## config.mk

```make
export PLATFORM = sky130hd
export DESIGN_NAME = uart_rx_top
export DESIGN_NICKNAME = d
export VERILOG_FILES = /design/src/hw/uart_rx_pkg.sv /design/src/hw/rx_glitch_filter.sv /design/src/hw/rx_frame_decoder.sv /design/src/hw/rx_holding_reg.sv /design/src/hw/uart_rx_top.sv
export VERILOG_INCLUDE_DIRS = /design/src /design/src/hw
export SDC_FILE = /design/constraint.sdc
export NUM_CORES = 1
export LEC_CHECK = 0
export ABC_CLOCK_PERIOD_IN_PS = 4200
export BUFFER_PORTS_ARGS = -buffer_cell sky130_fd_sc_hd__buf_2
export CELL_PAD_IN_SITES_DETAIL_PLACEMENT = 0
export CELL_PAD_IN_SITES_GLOBAL_PLACEMENT = 2
export CORE_MARGIN = 2
export CORE_UTILIZATION = 28
export DETAILED_ROUTE_END_ITERATION = 8
export HOLD_SLACK_MARGIN = 0.12
export PLACE_DENSITY_LB_ADDON = 0.1
export SLEW_MARGIN = 15
export SYNTH_ARGS = -nofsm -noshare
export SYNTH_HDL_FRONTEND = slang
export SYNTH_SLANG_ARGS = --single-unit
```

## constraint.sdc

```tcl
create_clock -name clk -period 4.2 [get_ports clk]
set_input_delay 1.26 -clock clk [delete_from_list [all_inputs] [get_ports clk]]
set_output_delay 1.26 -clock clk [all_outputs]
set_load 0.005 [all_outputs]
```

## src/hw/uart_rx_defs.svh

```systemverilog
// bit-timing constants assume 16 ticks per bit; the check points must stay below UART_OVERSAMPLE
`ifndef UART_RX_DEFS_SVH
`define UART_RX_DEFS_SVH

// --------------------
// oversampling
// --------------------
`define UART_OVERSAMPLE 16 // baud ticks per bit

// low ticks in idle before the start bit is accepted, roughly mid start bit
`define UART_START_CHECK 8

`define UART_SAMPLE_POINT 15 // data, parity and stop sampling tick
`define UART_STOP_CHECK 14 // framing check and frame emit in stop state

// ticks to wait for the line to go high again after a frame
`define UART_WAIT_LIMIT 6

// --------------------
// glitch filter
// --------------------
`define UART_FILTER_TAPS 3 // odd depth keeps the vote unambiguous

`endif

```

## src/hw/uart_rx_pkg.sv

```systemverilog
// shared receive types only; the struct layouts are fixed and the status bit order is host visible
`default_nettype none

package uart_rx_pkg;

  // --------------------
  // receive FSM
  // --------------------
  typedef enum logic [1:0]
  {
    RX_IDLE = 2'd0, // hunting for a start bit
    RX_DATA = 2'd1, // data bits and optional parity bit
    RX_STOP = 2'd2, // stop bit check
    RX_WAIT = 2'd3  // line recovery before next start
  } rx_state_e;

  // line settings from the host, held stable during a frame
  typedef struct packed
  {
    logic bit8;       // 1 = eight data bits, 0 = seven
    logic parity_en;
    logic odd_parity; // 1 = odd, 0 = even
  } rx_cfg_t;

  typedef struct packed
  {
    logic level; // majority filtered rx
    logic tick;  // baud tick aligned with level
  } rx_sample_t;

  // one clock wide result per received frame
  typedef struct packed
  {
    logic       valid;
    logic [7:0] data;
    logic       parity_err;
    logic       framing_err;
  } rx_frame_t;

  typedef struct packed
  {
    logic full;
    logic overflow;
    logic parity_err;
    logic framing_err;
  } rx_status_t;

endpackage

`default_nettype wire

```

## src/hw/rx_glitch_filter.sv

```systemverilog
// rx is sampled only on baud_tick and must already be synchronised to clk outside this block
`timescale 1ns/10ps
`default_nettype none

`include "uart_rx_defs.svh"

module rx_glitch_filter
  import uart_rx_pkg::*;
(
  input  wire        clk,
  input  wire        aresetn,
  input  wire        baud_tick,
  input  wire        rx,
  output rx_sample_t sample
);

  localparam int TAPS = `UART_FILTER_TAPS;

  logic [TAPS-1:0] taps_q;  // newest sample in the msb
  logic [TAPS-1:0] taps_d;

  // more than half of the taps high gives a high level
  function automatic logic majority(input logic [TAPS-1:0] bits);
    int unsigned ones;
    ones = 0;
    for (int i = 0; i < TAPS; i++)
    begin
      ones += bits[i];
    end
    return (ones > TAPS / 2);
  endfunction

  assign taps_d = {rx, taps_q[TAPS-1:1]};

  // vote and tick leave together one cycle later so the decoder sees them in phase
  always_ff @(posedge clk or negedge aresetn)
  begin
    if (!aresetn)
    begin
      taps_q       <= '1; // idle line is high
      sample.level <= 1'b1;
      sample.tick  <= 1'b0;
    end
    else
    begin
      sample.tick <= baud_tick;
      if (baud_tick)
      begin
        taps_q       <= taps_d;
        sample.level <= majority(taps_d);
      end
    end
  end

endmodule

`default_nettype wire

```

## src/hw/rx_frame_decoder.sv

```systemverilog
// cfg must stay stable from start bit to stop bit; a new start is only seen after the wait state
`timescale 1ns/10ps
`default_nettype none

`include "uart_rx_defs.svh"

module rx_frame_decoder
  import uart_rx_pkg::*;
(
  input  wire        clk,
  input  wire        aresetn,
  input  rx_sample_t sample,
  input  rx_cfg_t    cfg,
  output rx_frame_t  frame
);

  localparam int CNT_W = $clog2(`UART_OVERSAMPLE);

  localparam logic [CNT_W-1:0] START_CHECK  = CNT_W'(`UART_START_CHECK);
  localparam logic [CNT_W-1:0] SAMPLE_POINT = CNT_W'(`UART_SAMPLE_POINT);
  localparam logic [CNT_W-1:0] STOP_CHECK   = CNT_W'(`UART_STOP_CHECK);
  localparam logic [CNT_W-1:0] WAIT_LIMIT   = CNT_W'(`UART_WAIT_LIMIT);
  localparam logic [CNT_W-1:0] CNT_LAST     = CNT_W'(`UART_OVERSAMPLE - 1);

  rx_state_e        state_q;
  logic [CNT_W-1:0] cnt_q;     // ticks within the current bit
  logic [3:0]       bit_idx_q; // next bit to store
  rx_cfg_t          cfg_q;     // settings taken at start bit
  logic             par_acc_q; // xor of the data bits

  logic [8:0]       shift_q;   // data bits then parity, lsb first
  logic             frame_valid_q;
  logic [7:0]       frame_data_q;
  logic             frame_perr_q;
  logic             frame_ferr_q;

  logic [3:0]       data_bits;
  logic [3:0]       frame_bits;
  logic             par_bit;
  logic             sample_now;
  logic             stop_now;

  assign data_bits  = cfg_q.bit8 ? 4'd8 : 4'd7;
  assign frame_bits = data_bits + {3'b000, cfg_q.parity_en};
  assign par_bit    = cfg_q.bit8 ? shift_q[8] : shift_q[7];

  assign sample_now = sample.tick && (state_q == RX_DATA) && (cnt_q == SAMPLE_POINT);
  assign stop_now   = sample.tick && (state_q == RX_STOP) && (cnt_q == STOP_CHECK);

  // --------------------
  // FSM and bit timing
  // --------------------
  always_ff @(posedge clk or negedge aresetn)
  begin
    if (!aresetn)
    begin
      state_q   <= RX_IDLE;
      cnt_q     <= '0;
      bit_idx_q <= '0;
      cfg_q     <= '0;
      par_acc_q <= 1'b0;
    end
    else if (sample.tick)
    begin
      case (state_q)
        RX_IDLE:
        begin
          if (sample.level)
          begin
            cnt_q <= '0; // glitch or idle, start over
          end
          else if (cnt_q == START_CHECK)
          begin
            state_q   <= RX_DATA;
            cnt_q     <= '0;
            bit_idx_q <= '0;
            cfg_q     <= cfg;
            par_acc_q <= 1'b0;
          end
          else
          begin
            cnt_q <= cnt_q + 1'b1;
          end
        end
        RX_DATA:
        begin
          cnt_q <= (cnt_q == CNT_LAST) ? '0 : cnt_q + 1'b1;
          if (cnt_q == SAMPLE_POINT)
          begin
            bit_idx_q <= bit_idx_q + 1'b1;
            if (bit_idx_q < data_bits)
            begin
              par_acc_q <= par_acc_q ^ sample.level;
            end
            if (bit_idx_q == frame_bits - 4'd1)
            begin
              state_q <= RX_STOP; // last data or parity bit
            end
          end
        end
        RX_STOP:
        begin
          if (cnt_q == STOP_CHECK)
          begin
            state_q <= RX_WAIT;
            cnt_q   <= '0;
          end
          else
          begin
            cnt_q <= cnt_q + 1'b1;
          end
        end
        RX_WAIT:
        begin
          if (sample.level || (cnt_q == WAIT_LIMIT))
          begin
            state_q <= RX_IDLE;
            cnt_q   <= '0;
          end
          else
          begin
            cnt_q <= cnt_q + 1'b1;
          end
        end
        default:
        begin
          state_q <= RX_IDLE;
          cnt_q   <= '0;
        end
      endcase
    end
  end

  always_ff @(posedge clk or negedge aresetn)
  begin
    if (!aresetn)
    begin
      frame_valid_q <= 1'b0;
    end
    else
    begin
      frame_valid_q <= stop_now; // single clock pulse
    end
  end

  // --------------------
  // shift path and frame result
  // --------------------
  always_ff @(posedge clk)
  begin
    if (sample_now)
    begin
      shift_q[bit_idx_q] <= sample.level;
    end
    if (stop_now)
    begin
      frame_data_q <= {cfg_q.bit8 & shift_q[7], shift_q[6:0]}; // bit 7 zero in 7-bit mode
      // even parity wants an even count of ones over data and parity bit
      frame_perr_q <= cfg_q.parity_en & (par_acc_q ^ par_bit ^ cfg_q.odd_parity);
      frame_ferr_q <= ~sample.level; // stop bit must be high
    end
  end

  assign frame.valid       = frame_valid_q;
  assign frame.data        = frame_data_q;
  assign frame.parity_err  = frame_perr_q;
  assign frame.framing_err = frame_ferr_q;

endmodule

`default_nettype wire

```

## src/hw/rx_holding_reg.sv

```systemverilog
// single byte buffer; a frame that meets a full register is lost and only overflow records it
`timescale 1ns/10ps
`default_nettype none

module rx_holding_reg
  import uart_rx_pkg::*;
(
  input  wire        clk,
  input  wire        aresetn,
  input  rx_frame_t  frame,
  input  wire        read,
  output logic [7:0] rx_byte,
  output rx_status_t status
);

  logic space; // room for a new byte this cycle

  // a read in the same cycle frees the register for the arriving frame
  assign space = !status.full || read;

  always_ff @(posedge clk or negedge aresetn)
  begin
    if (!aresetn)
    begin
      rx_byte <= '0;
      status  <= '0;
    end
    else
    begin
      // --------------------
      // host read
      // --------------------
      if (read)
      begin
        status.overflow <= 1'b0;
        if (status.full)
        begin
          status.full        <= 1'b0;
          status.parity_err  <= 1'b0;
          status.framing_err <= 1'b0;
        end
      end

      // new frame from the decoder
      if (frame.valid)
      begin
        if (space)
        begin
          rx_byte            <= frame.data;
          status.full        <= 1'b1;
          status.parity_err  <= frame.parity_err;
          status.framing_err <= frame.framing_err;
        end
        else
        begin
          status.overflow <= 1'b1; // sticky until the next read
        end
      end
    end
  end

endmodule

`default_nettype wire

```

## src/hw/uart_rx_top.sv

```systemverilog
// rx must be synchronised to clk and baud_tick must be one clock wide at 16 ticks per bit
`timescale 1ns/10ps
`default_nettype none

module uart_rx_top
  import uart_rx_pkg::*;
(
  input  wire        clk,
  input  wire        aresetn,
  input  wire        baud_tick,
  input  wire        rx,
  input  rx_cfg_t    cfg,
  input  wire        read,
  output logic [7:0] rx_byte,
  output rx_status_t status
);

  rx_sample_t sample; // filtered line with tick
  rx_frame_t  frame;  // one clock frame result

  // --------------------
  // stage 1, glitch filter
  // --------------------
  rx_glitch_filter u_rx_glitch_filter
  (
    .clk       (clk),
    .aresetn   (aresetn),
    .baud_tick (baud_tick),
    .rx        (rx),
    .sample    (sample)
  );

  // stage 2, frame decoder
  rx_frame_decoder u_rx_frame_decoder
  (
    .clk     (clk),
    .aresetn (aresetn),
    .sample  (sample),
    .cfg     (cfg),
    .frame   (frame)
  );

  // stage 3, holding register with host handshake
  rx_holding_reg u_rx_holding_reg
  (
    .clk     (clk),
    .aresetn (aresetn),
    .frame   (frame),
    .read    (read),
    .rx_byte (rx_byte),
    .status  (status)
  );

endmodule

`default_nettype wire

```

Yosys cells after proc, flatten, opt, wreduce, memory -nomap -nowiden:

Index checks and enable logic that the tools add are counted.

* $add $sub $neg: 6
* $lt $le $gt $ge: 4
* equal/unequal tests: 15
* mux-type cells: 33
* bitwise operators: 6
* reductions and logical operators: 15

Operators with widths (count)
* 4-bit 2-to-1 mux: 11
* 32-bit by 1-bit adder with 32-bit output: 1
* 32-bit by 1-bit > comparator with 1-bit output, second input constant: 1
* 2-bit 2-to-1 mux: 8
* 4-bit case mux with 4 select lines: 1
* 4-bit equality test, second input constant: 3
* 2-bit inequality test, second input constant: 5
* 9-bit bitwise mux: 1
* 4-bit by 1-bit adder with 4-bit output, second input constant: 2
* 1-bit 2-to-1 mux: 8
* 2-bit case mux with 4 select lines: 1
* 4-bit case mux with 2 select lines: 1
* 7-bit AND reduction: 1
* 6-bit AND reduction: 1
* 1-bit logical AND: 5
* 4-bit by 5-bit < comparator with 1-bit output, second input constant: 1
* 5-bit AND reduction: 1
* 4-bit by 1-bit adder with 4-bit output: 1
* 1-bit demux with 4-bit select: 1
* 2-bit equality test, second input constant: 2
* 4-bit by 3-bit equality test with 1-bit output, second input constant: 1
* 4-bit equality test: 1
* 4-bit by 1-bit greater-or-equal comparator with 1-bit output, second input constant: 1
* 4-bit < comparator: 1
* 14 further kinds: 19

* flip-flop bits (word level): 51
* logic and storage cells: 99

Depth between registers and ports, before layout:

* word-level depth: 7
* mapped depth: 7
* gate-level depth less buffers: 6

Modules after synthesis:

From an unflattened synthesis, not the netlist that was laid out.

* cells, all modules: 197
* area total of the unflattened synthesis: 2493.6 sq um

By module, submodules not included
* rx_frame_decoder: instances 1, cells an instance 154, area each 1800.5 sq um, seq. area each 945.9 sq um
* rx_holding_reg: instances 1, cells an instance 33, area each 540.5 sq um, seq. area each 300.3 sq um
* rx_glitch_filter: instances 1, cells an instance 10, area each 152.6 sq um, seq. area each 103.8 sq um

Worst setup path before layout:

No wires, ideal clock.

* kind: input to register
* from: input port read
* to: register u_rx_holding_reg.rx_byte[0]
* library setup time: 0.125 ns
* data arrival time: 1.961 ns
* slack: 2.114 ns
* stages: 3
* buffers on the path: 0
* cell sequence: nand2b_1 nand2_1 mux2_2

* cells in the longest elaborated chain, start to end: 2

RTL lines
* from (decl): RTL line uart_rx_top.sv:13 `input wire read,`
* 1-bit logical OR: RTL line rx_holding_reg.sv:19 `assign space = !status.full || read;`
* 2-bit AND reduction (no line)
* to (signal assigned): RTL line rx_holding_reg.sv:49 `rx_byte <= frame.data;`
* to (decl): RTL line rx_holding_reg.sv:12 `output logic [7:0] rx_byte,`

Every way passes these cells.
A chain may end at the register's enable or synchronous reset.

Worst setup path after layout:

* from: register u_rx_holding_reg.status[3] (netlist name)
* to: output port status[3] in the netlist's numbering

RTL lines
* to (decl): RTL line uart_rx_top.sv:15 `output rx_status_t status`

No word-level cell between the ends.

==> results.json <==
{
  "p_leak_nw": 1.179,
  "cp_cell_sequence": "buf_2",
  "grt_pass1_wl_um": 8121,
  "netlist_instances": 192,
  "cp_num_buf_inv": 1,
  "fin_crit_sh": 0.5104,
  "post_cts_buffers": 0,
  "drc": 0,
  "htreeDepth": 2,
  "synth.largest_area_cell": "dfrtp_1",
  "vias": 1512,
  "synth_top_family_by_area": "simple AND/OR/NAND/NOR gates",
  "wl_met2_um": 2528,
  "cts_resized": 0,
  "outcome": "finished, final reports clean",
  "drive_above_1_share": 0.2465,
  "first_pass_iters": 4,
  "ys_ff_latch": 50,
  "diodes": 0,
  "drt-total-wl_um": 4826,
  "synthToLayoutAreaGrowth_pct": 11.99,
  "min_path_type": "reg -> reg",
  "tightest_slew_ns": 0.7379,
  "synth_flop_cell": "dfrtp_1",
  "seq_area_um2": 1350,
  "syn_area_um2": 2462,
  "critPathLaunchType": "flop",
  "wl_per_cell_um": 14.94,
  "drt-initial-drc-count": 64,
  "slew-limit-headroom": 0.5081,
  "rsz0062_at_grt": "false",
  "die_h_um": 97.78,
  "critPathTopFamily": "flip-flops",
  "initial_utilization": 0.2851,
  "min_period_ns": 2.144,
  "cp-end-kind": "primary output",
  "clkLatencyLatePin_ns": 0.30,
  "die_area_um2": 9560,
  "vdd_drop_max_mv": 0.1969,
  "die_x_um": 97.78,
  "rows": 34,
  "antenna_found_initial": 0,
  "cp_max_fo": 6,
  "clk_pin_slew_ns": 0.09,
  "crit_type": "reg -> out",
  "tns_ns": 0,
  "cts_root_buf": "clkbuf_8",
  "dr_wl_met3_um": 115,
  "cts_tree": "yes",
  "synth_top_cell_area_share": 0.2846,
  "nets": 240,
  "portBuffers": 19,
  "yosys.area_share.simple": 0.1209,
  "gp_congestion": 0.7715,
  "setup_viol": 0,
  "grt_usage": 0.1076,
  "clockBufferDepth": 2,
  "slew_violations": 0,
  "pin_count": 20,
  "postSynthNetCount": 218,
  "core-area_um2": 8636,
  "hpwl_um": 3542,
  "async_flop_share": 0.6200,
  "avgSynthCellArea_um2": 12.82,
  "cp_slowest_stage_delay_ns": 0.44,
  "cts_made_buffers": 5,
  "muxShareOfSynthArea": 0.08587,
  "numClockSinks": 50,
  "yosysUniqueCellTypes": 46,
  "grt_max_degree": 32,
  "grt_overflow": 0,
  "via_per_inst": 4.681,
  "arrival_ns": 0.88,
  "synthAdderAreaFrac": 0.09146,
  "fillers": 869,
  "max_cap_violations": 0,
  "clock.fmax_mhz": 466.5,
  "top_layer": "met4",
  "synth_edf_count": 19,
  "skew_ns": 0.008149,
  "hold_violations": 0,
  "powerDensity_nw_per_um2": 472.7,
  "required_ns": 2.94,
  "ys_seq_area_frac": 0.5483,
  "multiInputGateArea_um2": 1035,
  "ant_nets": 0,
  "cpMaxStageDelayCell": "dfrtp_1",
  "final_util": 0.3193,
  "grt_pass1_vias": 1603,
  "synth_compound_area_frac": 0.1042,
  "hold_buffers": 0,
  "yosys_warnings": 0,
  "synth_area_leaders": "dfrtp_1, edfxtp_1, ha_1, mux2_2, dfstp_2",
  "yosys-top-cells-count": "dfrtp_1, edfxtp_1, ha_1",
  "synth_xor_area_frac": 0.01778,
  "met1Wirelength_um": 2133,
  "synth.most_common_cell": "dfrtp_1"
}
==> state kept, by name, indices dropped and copies added, names as in the netlist, 2 cells and up <==
name and count:
u_rx_frame_decoder.shift_q 9, u_rx_frame_decoder.frame_data_q 8, u_rx_holding_reg.rx_byte 8, u_rx_frame_decoder.bit_idx_q 4, u_rx_frame_decoder.cnt_q 4, u_rx_holding_reg.status 4
u_rx_frame_decoder.cfg_q 3, u_rx_frame_decoder.state_q 2, u_rx_glitch_filter.sample 2, u_rx_glitch_filter.taps_q 2
==> area by class of cell <==
type | instances | area share
sequential | 50 | 0.4896
multi-input combinational | 123 | 0.3752
tap | 108 | 0.04900
timing repair buffer | 19 | 0.03448
clock buffer | 6 | 0.02632
inverter | 15 | 0.02042
clock inverter | 2 | 0.004991
==> layout by cell type (no fill, tap or decap), types with 4 or more instances in the layout <==
cell | netlist | layout
clkbuf_8 | 0 | 5
o211ai_1 | 4 | 4
mux2_2 | 13 | 13
edfxtp_1 | 19 | 19
inv_1 | 15 | 15
o21ai_0 | 7 | 7
dfrtp_1 | 28 | 28
buf_2 | 2 | 19
mux2i_1 | 5 | 5
ha_1 | 18 | 18
nor2_1 | 8 | 8
nand2_1 | 6 | 6
a21oi_1 | 5 | 5
nor3_1 | 4 | 4
nand2b_1 | 6 | 6
==> power by group <==
| part | switching, mW | internal, mW |
|---|---|---|
| Combinational | 0.213 | 0.175 |
| Sequential | 0.0770 | 0.558 |
| Clock | 0.161 | 0.119 |
==> per-stage QoR <==
stage / cell area [um2] / hold slack [ns] / cells / setup WS, ns / power [mW]
floorplan: 2462 / 0.4003 / 192 / 2.114 / 0.9360
CTS: 2758 / 0.4336 / 323 / 2.031 / 1.335
global route: 2758 / 0.4400 / 323 / 1.985 / 1.412
detailed placement: 2671 / 0.4072 / 315 / 1.867 / 1.042
global placement: 2671 / 0.4072 / 315 / 1.905 / 1.026
finish: 2758 / 0.4221 / 323 / 2.056 / 1.304
==> path summary, 6_finish.rpt <==
kind | from | end | slack [ns] | cells after the start
setup / recovery | u_rx_holding_reg.status[3]$_DFF_PN0_ | status[3] | 2.06 | 1
hold / removal | u_rx_frame_decoder.shift_q[5]$_DFFE_PP_ | u_rx_frame_decoder.frame_data_q[5]$_DFFE_PP_ | 0.42 | 0
setup reg to reg | u_rx_frame_decoder.state_q[1]$_DFFE_PN0P_ | u_rx_frame_decoder.shift_q[3]$_DFFE_PP_ | 2.26 | 5
hold reg to reg | u_rx_frame_decoder.shift_q[5]$_DFFE_PP_ | u_rx_frame_decoder.frame_data_q[5]$_DFFE_PP_ | 0.42 | 0
max in group asynchronous | aresetn | u_rx_frame_decoder.cnt_q[3]$_DFFE_PN0P_ | 2.71 | 1
min in group asynchronous | aresetn | u_rx_holding_reg.status[2]$_DFF_PN0_ | 1.01 | 1
==> logic make-up after synthesis <==
kind of cell,count (synthesis)
buffers and inverters,19
AO/OA/AOI/OAI,32
AND/OR/NAND/NOR,49
flip-flops,50
multiplexers,19
adder cells (fa/ha/maj),18
XOR/XNOR,5
==> routing by layer <==
layer	vias to the layer above	global-route usage
met5	-	0
met1	759	0.1257
met3	4	0.03006
li1	733	-
met4	0	0.02778
met2	16	0.1947
No activity file was read; power rests on OpenSTA's default activity.
